## src/logic/cpu_cfg_pkg.sv

```systemverilog
// Back-end machine configuration

package cpu_cfg_pkg;

   // Datapath
   localparam int data_w       = 64;  // Operands and immediates
   localparam int pc_w         = 30;  // Word-addressed PC

   // Physical register file
   localparam int prf_aw       = 6;
   localparam int prf_depth    = 1 << prf_aw;

   // Reorder buffer indexing
   localparam int rob_id_w     = 4;
   localparam int rob_bank_w   = 2;

   // Issue width of the back end
   localparam int issue_lanes  = 2;

   // Two source operands per lane, each with its own read port
   localparam int prf_rd_ports = issue_lanes * 2;

   // Front-end exception flags carried with each uop
   localparam int fe_w         = 3;

endpackage

```

## src/logic/uop_pkg.sv

```systemverilog
// Micro-op types for register read

package uop_pkg;

   import cpu_cfg_pkg::*;

   // ALU operation
   typedef enum logic [3:0] {
      ALU_NONE = 4'd0,
      ALU_ADD  = 4'd1,
      ALU_SUB  = 4'd2,
      ALU_AND  = 4'd3,
      ALU_OR   = 4'd4,
      ALU_XOR  = 4'd5,
      ALU_SLL  = 4'd6,
      ALU_SRL  = 4'd7,
      ALU_SLT  = 4'd8
   } alu_opc_e;

   // Branch unit operation
   typedef enum logic [2:0] {
      BRU_NONE = 3'd0,
      BRU_JMP  = 3'd1,
      BRU_BEQ  = 3'd2,
      BRU_BNE  = 3'd3,
      BRU_BLT  = 3'd4,
      BRU_BGE  = 3'd5
   } bru_opc_e;

   // Renamed uop as it leaves the issue queue
   typedef struct packed {
      alu_opc_e                alu_opc;
      bru_opc_e                bru_opc;
      logic                    lsu_op;
      logic                    epu_op;
      logic [fe_w-1:0]         fe;
      logic [pc_w-1:0]         pc;
      logic                    pred_taken;
      logic [pc_w-1:0]         pred_tgt;
      logic [data_w-1:0]       imm;
      logic [prf_aw-1:0]       prd;
      logic                    prd_we;
      logic [prf_aw-1:0]       prs1;
      logic                    prs1_re;
      logic [prf_aw-1:0]       prs2;
      logic                    prs2_re;
      logic [rob_id_w-1:0]     rob_id;
      logic [rob_bank_w-1:0]   rob_bank;
   } rr_uop_t;

   // Uop handed to execute, sources replaced by their values
   typedef struct packed {
      alu_opc_e                alu_opc;
      bru_opc_e                bru_opc;
      logic                    lsu_op;
      logic                    epu_op;
      logic [fe_w-1:0]         fe;
      logic [pc_w-1:0]         pc;
      logic                    pred_taken;
      logic [pc_w-1:0]         pred_tgt;
      logic [data_w-1:0]       imm;
      logic [prf_aw-1:0]       prd;
      logic                    prd_we;
      logic [data_w-1:0]       operand1;
      logic [data_w-1:0]       operand2;
      logic [rob_id_w-1:0]     rob_id;
      logic [rob_bank_w-1:0]   rob_bank;
   } ex_uop_t;

   // Writeback into the register file
   typedef struct packed {
      logic                    valid;
      logic [prf_aw-1:0]       addr;
      logic [data_w-1:0]       data;
   } prf_wb_t;

endpackage

```

## src/logic/rr_lane.sv

```systemverilog
// Register-read lane
`timescale 1ns/1ps

module rr_lane
(
   input  logic                                   clk,
   input  logic                                   rst_n,
   input  logic                                   flush,
   // From issue
   input  uop_pkg::rr_uop_t                       in_uop,
   input  logic                                   in_valid,
   output logic                                   in_ready,
   // Read port pair into the register file
   output logic [1:0]                             rd_en,
   output logic [1:0][cpu_cfg_pkg::prf_aw-1:0]    rd_addr,
   input  logic [1:0][cpu_cfg_pkg::data_w-1:0]    rd_data,
   // To execute
   output uop_pkg::ex_uop_t                       out_uop,
   output logic                                   out_valid,
   input  logic                                   out_ready
);
   import uop_pkg::*;

   logic       p_ce;          // Pipeline enable
   logic       valid_q;       // Lane holds a uop
   logic [1:0] re_q;          // Source read enables of the held uop
   ex_uop_t    ld_uop;
   ex_uop_t    pld_q;

   // Free slot, or the held uop leaves this cycle
   assign in_ready = ~flush & (~valid_q | out_ready);
   assign p_ce     = in_valid & in_ready;

   always_ff @(posedge clk or negedge rst_n)
   begin
      if (!rst_n)
         valid_q <= 1'b0;
      else if (flush)
         valid_q <= 1'b0;     // Drop whatever is held
      else if (p_ce)
         valid_q <= 1'b1;
      else if (out_ready)
         valid_q <= 1'b0;     // Drained with nothing behind it
   end

   // Non-operand fields of the incoming uop
   always_comb
   begin
      ld_uop            = '0;
      ld_uop.alu_opc    = in_uop.alu_opc;
      ld_uop.bru_opc    = in_uop.bru_opc;
      ld_uop.lsu_op     = in_uop.lsu_op;
      ld_uop.epu_op     = in_uop.epu_op;
      ld_uop.fe         = in_uop.fe;
      ld_uop.pc         = in_uop.pc;
      ld_uop.pred_taken = in_uop.pred_taken;
      ld_uop.pred_tgt   = in_uop.pred_tgt;
      ld_uop.imm        = in_uop.imm;
      ld_uop.prd        = in_uop.prd;
      ld_uop.prd_we     = in_uop.prd_we;
      ld_uop.rob_id     = in_uop.rob_id;
      ld_uop.rob_bank   = in_uop.rob_bank;
   end

   always_ff @(posedge clk)
   begin
      if (p_ce)
      begin
         pld_q <= ld_uop;
         re_q  <= {in_uop.prs2_re, in_uop.prs1_re};
      end
   end

   // The register file read acts as this stage's second half
   assign rd_en[0]   = p_ce & in_uop.prs1_re;
   assign rd_en[1]   = p_ce & in_uop.prs2_re;
   assign rd_addr[0] = in_uop.prs1;
   assign rd_addr[1] = in_uop.prs2;

   // Read ports hold during a stall, so operands stay put
   always_comb
   begin
      out_uop          = pld_q;
      out_uop.operand1 = re_q[0] ? rd_data[0] : '0;   // Unread source gives zero
      out_uop.operand2 = re_q[1] ? rd_data[1] : '0;
   end

   assign out_valid = valid_q;

endmodule

```

## config.mk

```make
export PLATFORM = sky130hd
export DESIGN_NAME = rr_lane
export DESIGN_NICKNAME = d
export VERILOG_FILES = /design/src/logic/cpu_cfg_pkg.sv /design/src/logic/uop_pkg.sv /design/src/logic/rr_lane.sv
export SDC_FILE = /design/constraint.sdc
export NUM_CORES = 1
export LEC_CHECK = 0
export BUFFER_PORTS_ARGS = -buffer_cell sky130_fd_sc_hd__buf_2
export CELL_PAD_IN_SITES_DETAIL_PLACEMENT = 2
export CELL_PAD_IN_SITES_GLOBAL_PLACEMENT = 2
export CORE_AREA = 3 3 232 234
export DETAILED_ROUTE_END_ITERATION = 7
export DIE_AREA = 0 0 235 237
export GPL_TIMING_DRIVEN = 0
export PLACE_DENSITY_LB_ADDON = 0.1
export SYNTH_ARGS = -nofsm -noshare
export SYNTH_HDL_FRONTEND = slang
export SYNTH_SLANG_ARGS = --single-unit
```

## constraint.sdc

```tcl
create_clock -name clk -period 14 [get_ports clk]
set_input_delay 2.8 -clock clk [delete_from_list [all_inputs] [get_ports clk]]
set_output_delay 2.8 -clock clk [all_outputs]
set_load 0.005 [all_outputs]
```

-- Word level (Yosys, flattened, before mapping)
Cells that the tools add are included.
- flip-flop bits (word level): 153
- bits of input ports: 297
- output and inout bits: 294
- bitwise operators: 7
- reductions and logical operators: 1
- mux-type cells: 5
- operators with widths (kind ; count):
    2-to-1 mux 64 bit ; 2
    bitwise AND 1 bit ; 4
    2-to-1 mux 1 bit ; 3
    nonzero test 3 bit ; 1
    inverter 1 bit ; 2
    OR 1 bit ; 1

-- Logic depth before layout (Yosys ltp)
- word-level depth: 6
- gate-level depth with buffers: 2
- depth with buffers taken out: 2

-- Worst setup path after synthesis
OpenSTA, ideal clock, no wires.
- kind: input -> register
- start point: input port flush
- end point: register pld_q, in the netlist out_uop[0] (enable)
- stages on the path: 1
- path slack: -709 ps
- arrival: 13825 ps
- path buffers: 0
- library setup time: 884 ps
- cell sequence: nor3b_1
- cells in the longest elaborated chain, start to end: 3
- RTL lines (item ; RTL line ; source):
    start: declaration ; rr_lane.sv:8 ; input logic flush,
    inverter 1 bit ; rr_lane.sv:31 ; assign in_ready = ~flush & (~valid_q | out_ready);
    bitwise AND 1 bit ; rr_lane.sv:31 ;
    bitwise AND 1 bit ; rr_lane.sv:32 ; assign p_ce = in_valid & in_ready;
    end signal: assignment ; rr_lane.sv:69 ; pld_q <= ld_uop;
    end: declaration ; rr_lane.sv:28 ; ex_uop_t pld_q;
Every way passes these cells.
A chain may end at the register's enable or synchronous reset.

-- Worst setup path after layout
- start point: input port flush
- end point: output port rd_en[1]
- cells in the longest elaborated chain, start to end: 4
- RTL lines (item ; RTL line ; source):
    inverter 1 bit ; rr_lane.sv:31 ;
    bitwise AND 1 bit ; rr_lane.sv:31 ;
    bitwise AND 1 bit ; rr_lane.sv:32 ;
    bitwise AND 1 bit ; rr_lane.sv:76 ; assign rd_en[1] = p_ce & in_uop.prs2_re;
    end: declaration ; rr_lane.sv:14 ; output logic [1:0] rd_en,
Every way passes these cells.

==> flow_metrics.py <==
metrics = {
    "floorplanning": {
        "initial_core_util_pct": 10.9,
        "number_of_core_rows": 84,
        "core-area_mm2": 0.0522,
        "die_height_um": 237,
        "boundaryPins": 591,
        "die_x_um": 235,
        "dieArea_mm2": 0.0557,
    },
    "timing": {
        "report.final.setup_viol": 0,
        "setup_tns_ps": 0,
        "achievable-frequency_ghz": 0.159,
        "finalClockSkew_ps": 11.8,
        "rsz_0062_raised_after_global_routing": "no",
        "fin_crit_ps": 6280,
        "layout_worst_path_cycle_share_pct": 44.8,
        "worst-slew-pin-transition_ps": 500,
        "final_hold_viol_count": 0,
        "relative_slew_slack_pct": 66.6,
        "timing_max_transition_violations_final": 0,
    },
    "layout": {
        "finish.instance_area_mm2": 0.0103,
        "area_growth_syn_to_layout_pct": 80.1,
        "core_occupancy_in_the_finished_layout_pct": 19.7,
        "drive_gt1_share_pct": 80.3,
        "final_cells": 1624,
        "num-nets-final": 1216,
    },
    "clock_tree": {
        "holdBufCountCts": 0,
        "worst_skew_pair.late_latency_ps": 460,
        "tritoncts_num_sinks": 153,
        "cts-root-buf": "sky130_fd_sc_hd__clkbuf_16",
        "tritoncts_clock_tree": "yes",
        "resized_cells_post_cts": 0,
        "clock_path_buffers": 2,
        "path_clk_slew_ps": 70,
        "clock_buffers_created_by_tritoncts": 17,
        "post_cts_buffers": 0,
        "clock_tree.htree_level_count": 4,
    },
    "yosys": {
        "syn_avg_cell_area_um2": 18.4,
        "mappedNetlistNets": 608,
        "seq_area_frac_synth_pct": 80.3,
        "synthesis.instances": 311,
        "yosys.cell_types.count": 11,
        "ys_ff_latch": 153,
        "ys.warnings.count": 0,
        "syn-cell-area_mm2": 0.00572,
    },
    "global_route": {
        "gr-usage-met1_pct": 9.50,
        "groute.usage.overall_pct": 10.9,
        "grt.busiest_layer": "met2",
        "grt_pass1_wl_mm": 42.8,
        "number_of_antenna_violations_at_the_first_check_in_global_routing": 17,
        "grtUsageMet3_pct": 7.08,
        "first_global_vias": 5699,
        "met2_usage_grt_pct": 20.1,
        "grt-ovfl-total": 0,
        "largest_net_degree_at_the_start_of_global_routing": 19,
    },
    "critical_path": {
        "critical_path_fanouts_max": 5,
        "kind_of_critical_path": "in2out",
        "rr_worst_depth": 6,
        "worstPathCellList": "buf_2 -> nor4bb_1 -> buf_2",
        "worst_setup_path_start_kind": "primary input",
        "worstSetupEndpointType": "primary output",
        "critical-path-slowest-cell": "sky130_fd_sc_hd__nor4bb_1",
        "arrival_ps": 3480,
        "worstPathRequired_ps": 11200,
        "path_common_cell": "sky130_fd_sc_hd__buf_2",
        "critical-path-max-stage-delay_ps": 330,
    },
    "place": {
        "portBuffers": 578,
        "post-place-cells": 1588,
        "place.gp.congestion": 0.704,
        "detailed_place.area_mm2": 0.00971,
        "dpl.hpwl_mm": 26.4,
    },
    "route": {
        "wirelength_mm": 30.5,
        "detail-route-antenna-nets": 0,
        "wl_per_cell_um": 18.8,
        "drtPass1Iterations": 4,
        "number_of_vias_per_cell_after_detailed_routing": 3.15,
        "route.detailed.drc": 0,
        "dr.first_iter.drc_count": 119,
        "route.vias.total": 5114,
    },
    "hold_path": {
        "worstHoldPathCells": 2,
        "min-delay-path-class": "reg2reg",
    },
    "pwr": {
        "power.leakage_uw": 0.00474,
        "powerDensity_mw_per_mm2": 109,
        "total_power_uw": 1130,
        "max-vdd-ir-drop_mv": 0.0898,
    },
    "run_status": {
        "run_status": "completed",
    },
    "job": {
        "maxCapViolations": 0,
    },
}
[cell families (layout without fill, tap and decap cells)]
logic type,count (synthesis),in the layout,share of synthesized area [%]
DFF,153,153,80.3
AOI/OAI and AO/OA,1,1,0.175
other,0,4,0
and+or+nand+nor,133,133,16.9
buffers and inverters,24,645,2.63
[cells in the mapped netlist]
library cell | n | area (um^2)
sky130_fd_sc_hd__clkbuf_2 | 12 | 60.1
sky130_fd_sc_hd__nor2_1 | 1 | 3.75
sky130_fd_sc_hd__o21ba_2 | 1 | 10.0
sky130_fd_sc_hd__and2_2 | 100 | 751
sky130_fd_sc_hd__and2_1 | 28 | 175
sky130_fd_sc_hd__dfrtp_1 | 1 | 25.0
sky130_fd_sc_hd__nor4bb_1 | 2 | 20.0
sky130_fd_sc_hd__nor2b_2 | 1 | 8.76
sky130_fd_sc_hd__buf_4 | 12 | 90.1
sky130_fd_sc_hd__edfxtp_1 | 152 | 4560
sky130_fd_sc_hd__nor3b_1 | 1 | 7.51
[final timing paths]
check	startpoint	to	slack [ps]
max in group asynchronous	rst_n	out_valid	11810
min in group asynchronous	rst_n	out_valid	2100
hold reg to reg	out_valid	out_valid	810
setup reg to reg	out_valid	out_uop[181]	11860
hold / removal	out_valid	out_valid	810
setup / recovery	flush	rd_en[1]	7720
[flip-flops by register name, summed over array words and instances (netlist names)]
name       count
out_uop      150
re_q           2
out_valid      1
[routing by layer]
layer | vias up | share of wire (%)
li1 | 2324 | -
met1 | 2367 | 31
met2 | 358 | 54
met3 | 47 | 13
met4 | 18 | 1.4
met5 | - | 0.38
[layout make-up]
cell class | count | area [um^2]
Multi-Input combinational cell | 134 | 987
Clock inverter | 15 | 151
Tap cell | 688 | 861
Fill cell | 5944 | 41900
Buffer | 24 | 150
Sequential cell | 153 | 4590
Clock buffer | 17 | 425
Antenna cell | 4 | 10.0
Timing Repair Buffer | 589 | 3120
[report_power, final]
part / switching (uW) / internal [uW]
combinational: 55.4 / 71.6
sequential: 5.31 / 527
clock: 229 / 238
[placed cells by master (no fill, tap or decap), types with 4 or more instances in the layout]
| master | Yosys | layout |
|---|---|---|
| sky130_fd_sc_hd__and2_2 | 100 | 100 |
| sky130_fd_sc_hd__clkbuf_2 | 12 | 12 |
| sky130_fd_sc_hd__buf_2 | 0 | 578 |
| sky130_fd_sc_hd__buf_16 | 0 | 5 |
| sky130_fd_sc_hd__edfxtp_1 | 152 | 152 |
| sky130_fd_sc_hd__buf_8 | 0 | 6 |
| sky130_fd_sc_hd__clkbuf_16 | 0 | 17 |
| sky130_fd_sc_hd__diode_2 | 0 | 4 |
| sky130_fd_sc_hd__buf_4 | 12 | 12 |
| sky130_fd_sc_hd__inv_8 | 0 | 4 |
| sky130_fd_sc_hd__and2_1 | 28 | 28 |
| sky130_fd_sc_hd__inv_6 | 0 | 7 |
[stage by stage]
| stage | setup slack, ps | hold slack [ps] |
|---|---|---|
| after global placement | 369 | 773 |
| after detailed placement | 7730 | 802 |
| after floorplan | 4710 | 725 |
| after CTS | 7730 | 816 |
| after global routing | 7730 | 843 |
| final | 7720 | 806 |
[critical path, delay by kind of cell]
| family | cells | cell delay [ps] |
|---|---|---|
| buffers and inverters | 2 | 350 |
| and+or+nand+nor | 1 | 330 |
(Power assumes the default switching activity.)
